**src/include/vreg_consts.svh**
```systemverilog
/*
 * shared constants of the video register block
 * data and bus widths, register count, timer divisor, reset values
 */
`ifndef VREG_CONSTS_SVH
`define VREG_CONSTS_SVH

`define VREG_DATA_W     16          // register and VRAM word width
`define VREG_BYTE_W     8           // host bus width
`define VREG_MASK_W     4           // nibble write mask and interrupt mask

`define VREG_REG_CNT    16          // register numbers on the host bus

`define VREG_TIMER_DIV  16          // clocks per timer tick

`define VREG_WRMASK_RST 4'hF        // all nibbles written after reset

`endif

```
**src/verilog/vreg_pkg.sv**
```systemverilog
/*
 * types of the video register block
 * register numbers, raw host bus, synchronized bus command, VRAM request
 */
`include "vreg_consts.svh"

package vreg_pkg;

    // numbers 0, 1 and a..f belong to dropped registers and stay unnamed
    typedef enum logic [$clog2(`VREG_REG_CNT)-1:0] {
        RD_INCR  = 4'h2,
        RD_ADDR  = 4'h3,
        WR_INCR  = 4'h4,
        WR_ADDR  = 4'h5,
        DATA     = 4'h6,
        DATA_2   = 4'h7,
        SYS_CTRL = 4'h8,
        TIMER    = 4'h9
    } reg_num_e;

    typedef struct packed {
        logic                    cs_n;      // active low select
        logic                    rd_nwr;    // 1 = read
        reg_num_e                reg_num;
        logic                    bytesel;   // 0 = even (high) byte
        logic [`VREG_BYTE_W-1:0] data;
    } bus_pins_t;

    typedef struct packed {
        logic                    wr_strobe; // one cycle per access
        logic                    rd_strobe;
        reg_num_e                reg_num;   // held until next access
        logic                    bytesel;
        logic [`VREG_BYTE_W-1:0] data;
    } bus_cmd_t;

    typedef struct packed {
        logic                    sel;       // held until ack
        logic                    wr;
        logic [`VREG_MASK_W-1:0] wrmask;    // one bit per nibble
        logic [`VREG_DATA_W-1:0] addr;
        logic [`VREG_DATA_W-1:0] data;
    } vram_req_t;

endpackage

```
**src/verilog/bus_sync.sv**
```systemverilog
/*
 * host bus synchronizer
 * two flop stages, chip select fall detect, read and write strobes
 */
module bus_sync (
    input  logic                clk,
    input  logic                reset_i,
    input  vreg_pkg::bus_pins_t bus_i,
    output vreg_pkg::bus_cmd_t  cmd_o
);
    import vreg_pkg::*;

    bus_pins_t               pins_s1;       // first sync stage
    bus_pins_t               pins_s2;       // second sync stage
    logic                    cs_n_prev;     // pins_s2.cs_n one cycle back
    logic                    cs_fall;
    logic                    wr_stb;
    logic                    rd_stb;
    reg_num_e                lat_reg_num;
    logic                    lat_bytesel;
    logic [`VREG_BYTE_W-1:0] lat_data;

    assign cs_fall = !pins_s2.cs_n && cs_n_prev;

    always_ff @(posedge clk) begin
        if (reset_i) begin
            pins_s1   <= '1;                // idle bus, cs_n high
            pins_s2   <= '1;
            cs_n_prev <= 1'b1;
            wr_stb    <= 1'b0;
            rd_stb    <= 1'b0;
        end else begin
            pins_s1   <= bus_i;
            pins_s2   <= pins_s1;
            cs_n_prev <= pins_s2.cs_n;
            wr_stb    <= cs_fall && !pins_s2.rd_nwr;
            rd_stb    <= cs_fall && pins_s2.rd_nwr;
        end
    end

    // access fields stay put for readback until the next access
    always_ff @(posedge clk) begin
        if (cs_fall) begin
            lat_reg_num <= pins_s2.reg_num;
            lat_bytesel <= pins_s2.bytesel;
            lat_data    <= pins_s2.data;
        end
    end

    assign cmd_o = '{wr_strobe: wr_stb, rd_strobe: rd_stb, reg_num: lat_reg_num,
                     bytesel: lat_bytesel, data: lat_data};

endmodule

```
**src/verilog/sys_ctrl_regs.sv**
```systemverilog
/*
 * system control register and readback
 * interrupt mask, VRAM nibble write mask, byte readback multiplexer
 */
`include "vreg_consts.svh"

module sys_ctrl_regs (
    input  logic                    clk,
    input  logic                    reset_i,
    input  vreg_pkg::bus_cmd_t      cmd_i,
    input  logic                    busy_i,
    input  logic [`VREG_DATA_W-1:0] ticks_i,
    input  logic [`VREG_DATA_W-1:0] rd_incr_i,
    input  logic [`VREG_DATA_W-1:0] rd_addr_i,
    input  logic [`VREG_DATA_W-1:0] wr_incr_i,
    input  logic [`VREG_DATA_W-1:0] wr_addr_i,
    input  logic [`VREG_DATA_W-1:0] rd_data_i,
    output logic [`VREG_MASK_W-1:0] intr_mask_o,
    output logic [`VREG_MASK_W-1:0] wrmask_o,
    output logic [`VREG_BYTE_W-1:0] bus_data_o
);
    import vreg_pkg::*;

    logic [`VREG_DATA_W-1:0] sel_word;      // addressed register as a word
    logic [`VREG_DATA_W-1:0] sys_word;

    always_ff @(posedge clk) begin
        if (reset_i) begin
            intr_mask_o <= '0;
            wrmask_o    <= `VREG_WRMASK_RST;
        end else if (cmd_i.wr_strobe && cmd_i.reg_num == SYS_CTRL) begin
            if (cmd_i.bytesel) begin
                wrmask_o    <= cmd_i.data[`VREG_MASK_W-1:0];
            end else begin
                intr_mask_o <= cmd_i.data[`VREG_MASK_W-1:0];
            end
        end
    end

    // even byte: intr mask, odd byte: busy in bit 7, write mask low
    assign sys_word = {4'b0, intr_mask_o, busy_i, 3'b0, wrmask_o};

    always_comb begin
        case (cmd_i.reg_num)
            RD_INCR:      sel_word = rd_incr_i;
            RD_ADDR:      sel_word = rd_addr_i;
            WR_INCR:      sel_word = wr_incr_i;
            WR_ADDR:      sel_word = wr_addr_i;
            DATA, DATA_2: sel_word = rd_data_i;     // last word read
            SYS_CTRL:     sel_word = sys_word;
            TIMER:        sel_word = ticks_i;
            default:      sel_word = '0;            // unused numbers
        endcase
        if (cmd_i.bytesel) begin
            bus_data_o = sel_word[`VREG_BYTE_W-1:0];
        end else begin
            bus_data_o = sel_word[`VREG_DATA_W-1:`VREG_BYTE_W];
        end
    end

endmodule

```
**src/verilog/tick_timer.sv**
```systemverilog
/*
 * free-running tick timer
 * prescaler plus 16-bit wrapping count
 */
`include "vreg_consts.svh"

module tick_timer (
    input  logic                    clk,
    input  logic                    reset_i,
    output logic [`VREG_DATA_W-1:0] ticks_o
);
    localparam int PRE_W = $clog2(`VREG_TIMER_DIV);

    logic [PRE_W-1:0] prescale;             // clocks within the current tick

    always_ff @(posedge clk) begin
        if (reset_i) begin
            prescale <= '0;
            ticks_o  <= '0;
        end else if (prescale == PRE_W'(`VREG_TIMER_DIV - 1)) begin
            prescale <= '0;
            ticks_o  <= ticks_o + 1'b1;     // wraps at top
        end else begin
            prescale <= prescale + 1'b1;
        end
    end

endmodule

```
**src/verilog/vram_channel.sv**
```systemverilog
/*
 * VRAM access channel
 * read/write address and increment registers, request issue,
 * ack handling with address advance, read data capture
 */
`include "vreg_consts.svh"

module vram_channel (
    input  logic                    clk,
    input  logic                    reset_i,
    input  vreg_pkg::bus_cmd_t      cmd_i,
    input  logic [`VREG_MASK_W-1:0] wrmask_i,
    output vreg_pkg::vram_req_t     vram_req_o,
    input  logic                    vram_ack_i,
    input  logic [`VREG_DATA_W-1:0] vram_rdata_i,
    output logic [`VREG_DATA_W-1:0] rd_incr_o,
    output logic [`VREG_DATA_W-1:0] rd_addr_o,
    output logic [`VREG_DATA_W-1:0] wr_incr_o,
    output logic [`VREG_DATA_W-1:0] wr_addr_o,
    output logic [`VREG_DATA_W-1:0] rd_data_o
);
    import vreg_pkg::*;

    localparam int DW = `VREG_DATA_W;
    localparam int BW = `VREG_BYTE_W;

    logic                    req_sel;
    logic                    req_wr;
    logic [`VREG_MASK_W-1:0] req_wrmask;
    logic [DW-1:0]           req_addr;
    logic [DW-1:0]           req_data;
    logic [BW-1:0]           data_even;     // high byte of next write word

    logic                    wr_even;
    logic                    wr_odd;
    logic                    rd_odd;
    logic                    is_data;
    logic                    start_rd;
    logic                    start_wr;
    logic                    ack_done;

    assign wr_even  = cmd_i.wr_strobe && !cmd_i.bytesel;
    assign wr_odd   = cmd_i.wr_strobe && cmd_i.bytesel;
    assign rd_odd   = cmd_i.rd_strobe && cmd_i.bytesel;
    assign is_data  = (cmd_i.reg_num == DATA) || (cmd_i.reg_num == DATA_2);
    assign start_rd = (wr_odd && cmd_i.reg_num == RD_ADDR) || (rd_odd && is_data);
    assign start_wr = wr_odd && is_data;
    assign ack_done = req_sel && vram_ack_i;

    always_ff @(posedge clk) begin
        if (reset_i) begin
            req_sel    <= 1'b0;
            req_wr     <= 1'b0;
            req_wrmask <= `VREG_WRMASK_RST;
            rd_incr_o  <= '0;
            rd_addr_o  <= '0;
            wr_incr_o  <= '0;
            wr_addr_o  <= '0;
            rd_data_o  <= '0;
        end else begin
            if (ack_done) begin
                req_sel <= 1'b0;
                req_wr  <= 1'b0;
                if (req_wr) begin
                    wr_addr_o <= wr_addr_o + wr_incr_o;
                end else begin
                    rd_data_o <= vram_rdata_i;
                    rd_addr_o <= rd_addr_o + rd_incr_o;
                end
            end

            if (wr_even) begin
                case (cmd_i.reg_num)
                    RD_INCR: rd_incr_o[DW-1:BW] <= cmd_i.data;
                    RD_ADDR: rd_addr_o[DW-1:BW] <= cmd_i.data;
                    WR_INCR: wr_incr_o[DW-1:BW] <= cmd_i.data;
                    WR_ADDR: wr_addr_o[DW-1:BW] <= cmd_i.data;
                    default: ;
                endcase
            end

            if (wr_odd) begin
                case (cmd_i.reg_num)
                    RD_INCR: rd_incr_o[BW-1:0] <= cmd_i.data;
                    RD_ADDR: rd_addr_o[BW-1:0] <= cmd_i.data;   // read issued below
                    WR_INCR: wr_incr_o[BW-1:0] <= cmd_i.data;
                    WR_ADDR: wr_addr_o[BW-1:0] <= cmd_i.data;
                    default: ;
                endcase
            end

            if (start_rd || start_wr) begin
                req_sel    <= 1'b1;
                req_wr     <= start_wr;
                req_wrmask <= wrmask_i;
            end
        end
    end

    // request payload, held while sel is high
    always_ff @(posedge clk) begin
        if (wr_even && is_data) begin
            data_even <= cmd_i.data;
        end
        if (start_rd) begin
            if (cmd_i.reg_num == RD_ADDR) begin
                req_addr <= {rd_addr_o[DW-1:BW], cmd_i.data};   // new address
            end else begin
                req_addr <= rd_addr_o;                          // prefetch
            end
        end
        if (start_wr) begin
            req_addr <= wr_addr_o;
            req_data <= {data_even, cmd_i.data};
        end
    end

    assign vram_req_o = '{sel: req_sel, wr: req_wr, wrmask: req_wrmask,
                          addr: req_addr, data: req_data};

endmodule

```
**src/verilog/vreg_top.sv**
```systemverilog
/*
 * top of the host register block
 * bus synchronizer, tick timer, VRAM channel, system control
 */
`include "vreg_consts.svh"

module vreg_top (
    input  logic                    clk,
    input  logic                    reset_i,
    input  vreg_pkg::bus_pins_t     bus_i,
    output logic [`VREG_BYTE_W-1:0] bus_data_o,
    output vreg_pkg::vram_req_t     vram_req_o,
    input  logic                    vram_ack_i,
    input  logic [`VREG_DATA_W-1:0] vram_rdata_i,
    input  logic                    busy_i,
    output logic [`VREG_MASK_W-1:0] intr_mask_o
);
    import vreg_pkg::*;

    bus_cmd_t                cmd;           // synchronized host access
    logic [`VREG_DATA_W-1:0] ticks;
    logic [`VREG_MASK_W-1:0] wrmask;
    logic [`VREG_DATA_W-1:0] rd_incr;
    logic [`VREG_DATA_W-1:0] rd_addr;
    logic [`VREG_DATA_W-1:0] wr_incr;
    logic [`VREG_DATA_W-1:0] wr_addr;
    logic [`VREG_DATA_W-1:0] rd_data;

    bus_sync u_bus_sync (
        .clk     (clk),
        .reset_i (reset_i),
        .bus_i   (bus_i),
        .cmd_o   (cmd)
    );

    tick_timer u_tick_timer (
        .clk     (clk),
        .reset_i (reset_i),
        .ticks_o (ticks)
    );

    vram_channel u_vram_channel (
        .clk          (clk),
        .reset_i      (reset_i),
        .cmd_i        (cmd),
        .wrmask_i     (wrmask),
        .vram_req_o   (vram_req_o),
        .vram_ack_i   (vram_ack_i),
        .vram_rdata_i (vram_rdata_i),
        .rd_incr_o    (rd_incr),
        .rd_addr_o    (rd_addr),
        .wr_incr_o    (wr_incr),
        .wr_addr_o    (wr_addr),
        .rd_data_o    (rd_data)
    );

    sys_ctrl_regs u_sys_ctrl_regs (
        .clk         (clk),
        .reset_i     (reset_i),
        .cmd_i       (cmd),
        .busy_i      (busy_i),
        .ticks_i     (ticks),
        .rd_incr_i   (rd_incr),
        .rd_addr_i   (rd_addr),
        .wr_incr_i   (wr_incr),
        .wr_addr_i   (wr_addr),
        .rd_data_i   (rd_data),
        .intr_mask_o (intr_mask_o),
        .wrmask_o    (wrmask),
        .bus_data_o  (bus_data_o)
    );

endmodule

```
**config.mk**
```make
export PLATFORM = sky130hd
export DESIGN_NAME = vreg_top
export DESIGN_NICKNAME = d
export VERILOG_FILES = /design/src/verilog/vreg_pkg.sv /design/src/verilog/bus_sync.sv /design/src/verilog/sys_ctrl_regs.sv /design/src/verilog/tick_timer.sv /design/src/verilog/vram_channel.sv /design/src/verilog/vreg_top.sv
export VERILOG_INCLUDE_DIRS = /design/src /design/src/include
export SDC_FILE = /design/constraint.sdc
export NUM_CORES = 1
export LEC_CHECK = 0
export ABC_CLOCK_PERIOD_IN_PS = 2660
export BUFFER_PORTS_ARGS = -buffer_cell sky130_fd_sc_hd__buf_4
export CELL_PAD_IN_SITES_DETAIL_PLACEMENT = 1
export CELL_PAD_IN_SITES_GLOBAL_PLACEMENT = 1
export CORE_AREA = 2 2 158 160
export CTS_CLUSTER_DIAMETER = 200
export DETAILED_ROUTE_END_ITERATION = 16
export DIE_AREA = 0 0 160 162
export PLACE_DENSITY_LB_ADDON = 0.1
export RECOVER_POWER = 50
export SYNTH_ARGS = -nofsm -noshare
export SYNTH_HDL_FRONTEND = slang
export SYNTH_HIERARCHICAL = 1
export SYNTH_SLANG_ARGS = --single-unit
```
**constraint.sdc**
```tcl
create_clock -name clk -period 2.66 [get_ports clk]
set_input_delay 0.532 -clock clk [delete_from_list [all_inputs] [get_ports clk]]
set_output_delay 0.532 -clock clk [all_outputs]
set_load 0.02 [all_outputs]
```
==> results.txt <==
----------------------------------------------------
[Finish]
  Fillcell total ... 2809
  Ant. Diodes ... 0
  Post-layout utilization of the core ... 49.9%
  Layout area overhead ... 20.2%
  Number of nets in the layout ... 1231
  Share of final-layout standard cells stronger than drive strength 1 ... 19.5%

[Worst setup path]
  Data arrival at the endpoint of the critical path ... 2280 ps
  Required time at the worst-slack endpoint ... 2130 ps
  Crit path to ... bus_data_o[0]
  Critical path cell sequence ... buf_4 -> buf_12 -> nand2b_2 -> a21oi_1 -> nor4_2 -> a211oi_2 -> buf_4
  Cell with the largest stage delay on the worst path ... edfxtp_1
  CP peak stage delay ... 420 ps
  Nature of the critical path endpoint ... output port
  Family of cells with the greatest summed delay on the critical path ... compound AO/OA/AOI/OAI gates
  Logic depth of the worst path, buffers included ... 7
  Start of the worst register-to-register path ... u_vram_channel/rd_addr_o[1]
  Worst setup path category ... reg2out
  Start point of the critical path ... u_bus_sync/lat_reg_num[2]
  Worst Path Max Fanout ... 11
  Reg2Reg Setup Slack ... 160 ps
  Kind of start point of the critical path ... register
  Worst Path Buf+Inv ... 3
  Cell repeated most along the worst path ... buf_4
  Reg2Reg Capture Point ... u_vram_channel/rd_addr_o[15]
  R2r worst-path depth ... 8

[Synthesis]
  Share of synthesized area occupied by flip-flops and latches ... 45.3%
  Post-synthesis area per instance ... 9.57 um^2
  Post-synthesis cell type with the largest combined area ... dfxtp_1
  Fraction of post-synthesis cell area in the top cell type by area ... 29.4%
  Cell count after synthesis ... 1047
  Cell area after technology mapping ... 10000 um^2
  Mapped Nets ... 1116
  FFs w/ async S/R, synth ... 0%
  Synthesis-stage register bit count ... 200
  Ranking of synthesized cells by area ... dfxtp_1 (29%), edfxtp_1 (16%), mux2i_1 (5.4%)
  EDFF count, synth ... 53
  Distinct cell type count after synthesis ... 84
  Top_reg_cell synth ... dfxtp_1
  Syn. warnings ... 6

[CTS]
  Hold-fix buffers, CTS ... 0
  Source-to-sink clock delay at the later pin of the worst-skew pair ... 450 ps
  Bufs on Longest Clock Path ... 2
  Total clock buffers created by CTS ... 17
  CTS tree ... yes
  Root buffer selected by CTS ... clkbuf_16
  Level count of the clock H-tree ... 4
  Worst-path clk slew ... 80 ps
  Clk sinks ... 200

[Floorplanning]
  DIE HEIGHT ... 162 um
  I/O pin count ... 85
  Initial core utilization ... 41.6%
  Die Outline Area ... 25900 um^2
  Core footprint ... 24100 um^2
  Die X-Extent ... 160 um
  Num rows ... 57

[Placed design]
  Worst setup slack before clock tree synthesis ... 75.7 ps
  DP HPWL ... 24200 um
  Weighted congestion at the end of routability-driven global placement ... 0.906
  IO buf count ... 84

[Power]
  VDD IR-drop max ... 0.383 mV
  Sequential share of power ... 52.2%
  Fraction of power consumed by combinational cells ... 3.5%
  Leak pwr ... 0.00462 uW
  Internal cell power ... 4530 uW
  Switching Fraction ... 25.5%
  Net switching power ... 1550 uW
  P per Cell Area ... 505 nW/um^2
  Clock share of power ... 44.2%

[Timing]
  Top achievable clock speed ... 356 MHz
  Hold violation total from the final report ... 0
  Post-layout minimum cycle time ... 2810 ps
  Finish-stage setup viols ... 8
  Unrepaired setup endpoints after global routing ... yes
  Final max-slew violation count ... 41
  Period utilisation layout ... 106%
  Worst hold margin ... 252 ps
  Transition at the pin with the smallest max-transition slack ... 1640 ps
  Setup TNS Final ... -751 ps
  Slew headroom ... -9.38%
  Smallest setup slack after layout ... -148 ps
  Final setup skew ... 15.1 ps

[Routing]
  Number of DRC violations after detailed routing ... 0
  Number of nets still failing antenna checks after routing ... 0
  Number of iterations in the first detailed-routing pass ... 7
  Vias per cell ... 5.74
  Total detailed-routing wirelength ... 33900 um
  Overall via count from detail_route ... 8604
  Routed WL per cell ... 22.6 um
  Number of design-rule violations left by the first detailed-router iteration ... 677

[Status]
  Run status ... finished, violations left
  Violated checks ... max-capacitance violations, max-slew violations, negative setup slack

[GRT]
  Global-route wire length before repair ... 51000 um
  GR Overflow Total ... 0
  Antenna violations before repair ... 0
  Vias in the first global route ... 8450
  Largest net degree at the start of global routing ... 54
  Gr usage total ... 25.7%

[Run]
  Max-cap viol count ... 1

[Worst hold path]
  Worst min-delay path class ... in2reg

----------------------------------------------------
[synth_stat cells, types with 9 or more instances]
cell type,n
xnor2_1,19
edfxtp_1,53
nand3b_1,22
a21oi_1,61
nand2_1,118
nand3_1,15
nor3_1,9
mux2i_1,54
dfxtp_1,147
ha_1,32
buf_2,11
o21ai_0,42
a211o_1,9
mux2_2,11
inv_1,21
clkbuf_1,33
nor2b_1,14
a22oi_1,11
xor2_1,14
a21o_1,11
a211oi_1,19
buf_4,12
a311oi_1,28
nor2_1,109
or2_1,30
[cells by family after synthesis]
kind of cell | after synthesis | synth area share (%)
multiplexers | 65 | 6.63
AO/OA/AOI/OAI | 240 | 16.5
buffers and inverters | 88 | 4.35
adder cells (fa/ha/maj) | 34 | 4.40
flip-flops | 200 | 45.3
XOR/XNOR | 33 | 2.89
AND/OR/NAND/NOR | 387 | 20.0
[how the worst min path moves through the flow]
stage,from,endpoint,slack (ps),cells after the start
CTS,bus_i[8],u_bus_sync/pins_s1[8],240,2
global placement,u_bus_sync/pins_s2[6],u_bus_sync/lat_data[6],390,0
floorplan,u_bus_sync/pins_s1[0],u_bus_sync/pins_s2[0],380,1
detailed placement,u_bus_sync/pins_s1[13],u_bus_sync/pins_s2[13],390,1
global route,bus_i[14],u_bus_sync/pins_s1[14],230,2
finish,bus_i[14],u_bus_sync/pins_s1[14],250,2
[power by group through the flow]
stage	clock network, uW	logic, uW	registers [uW]
global route	2860	229	3180
CTS	2740	206	3170
finish	2690	213	3170
floorplan	0	113	3220
global placement	0	191	3240
detailed placement	0	193	3250
[routing by layer]
layer  vias up  wire (um)  track usage [%]
met4         0        495             5.98
met2       212      16400             42.9
met5         -          0                0
met3        41       1350             3.37
li1       4022          -                -
met1      4329      15700             35.6
[per-stage QoR]
| step | instance area, um^2 | power [uW] | std cells |
|---|---|---|---|
| final | 12000 | 6070 | 1499 |
| after global routing | 12000 | 6260 | 1499 |
| after CTS | 12000 | 6120 | 1486 |
| after detailed placement | 11200 | 3440 | 1448 |
| after global placement | 11200 | 3430 | 1448 |
| after floorplan | 10000 | 3340 | 1047 |
[timing repair]
action,CTS,global route
resized for setup,29,34
endpoints found under the setup margin,8,14
gates cloned,1,3
pin swaps,8,18
buffers inserted,6,12
[layout make-up]
cell class	count	area, um^2	area share [%]
clock buffers	17	425	3.53
clock inverters	15	193	1.60
inverters	21	78.8	0.655
multi-input cells	759	5260	43.7
flip-flops and latches	200	4530	37.7
well taps	324	405	3.37
repair buffers	163	1140	9.46
[layout by cell type, fill, tap and decap left out, drive strengths merged, types with 6 or more instances in the layout]
cell	synthesis	layout
mux2	11	11
nor2	110	110
a21o	11	11
edfxtp	53	53
or2	34	34
a22o	6	6
nor2b	15	15
dfxtp	147	147
a211oi	20	20
buf	33	109
nand2	119	119
clkinv	0	9
a22oi	11	11
a211o	9	9
a21oi	62	62
or3	7	7
xnor2	19	19
o21ai	44	44
xor2	14	14
ha	32	32
clkbuf	34	71
a311oi	28	28
nand4	8	8
nand4b	6	6
nand3b	22	22
nand3	16	16
nor4	8	8
inv	21	27
mux2i	54	54
nor3	10	10
nand2b	6	6
[registers in the layout, indices dropped and copies added, names as in the netlist, 4 cells and up]
register	cells
u_vram_channel/rd_addr_o	16
u_sys_ctrl_regs/wrmask_o	4
u_bus_sync/pins_s2	15
u_vram_channel/rd_data_o	16
u_bus_sync/lat_data	8
u_vram_channel/req_addr	16
u_tick_timer/ticks_o	16
u_vram_channel/rd_incr_o	16
u_vram_channel/wr_incr_o	16
u_sys_ctrl_regs/intr_mask_o	4
u_tick_timer/prescale	4
u_vram_channel/data_even	8
u_vram_channel/req_data	16
u_bus_sync/pins_s1	15
u_bus_sync/lat_reg_num	4
u_vram_channel/wr_addr_o	16
u_vram_channel/req_wrmask	4
No activity file was read; power rests on OpenSTA's default activity.
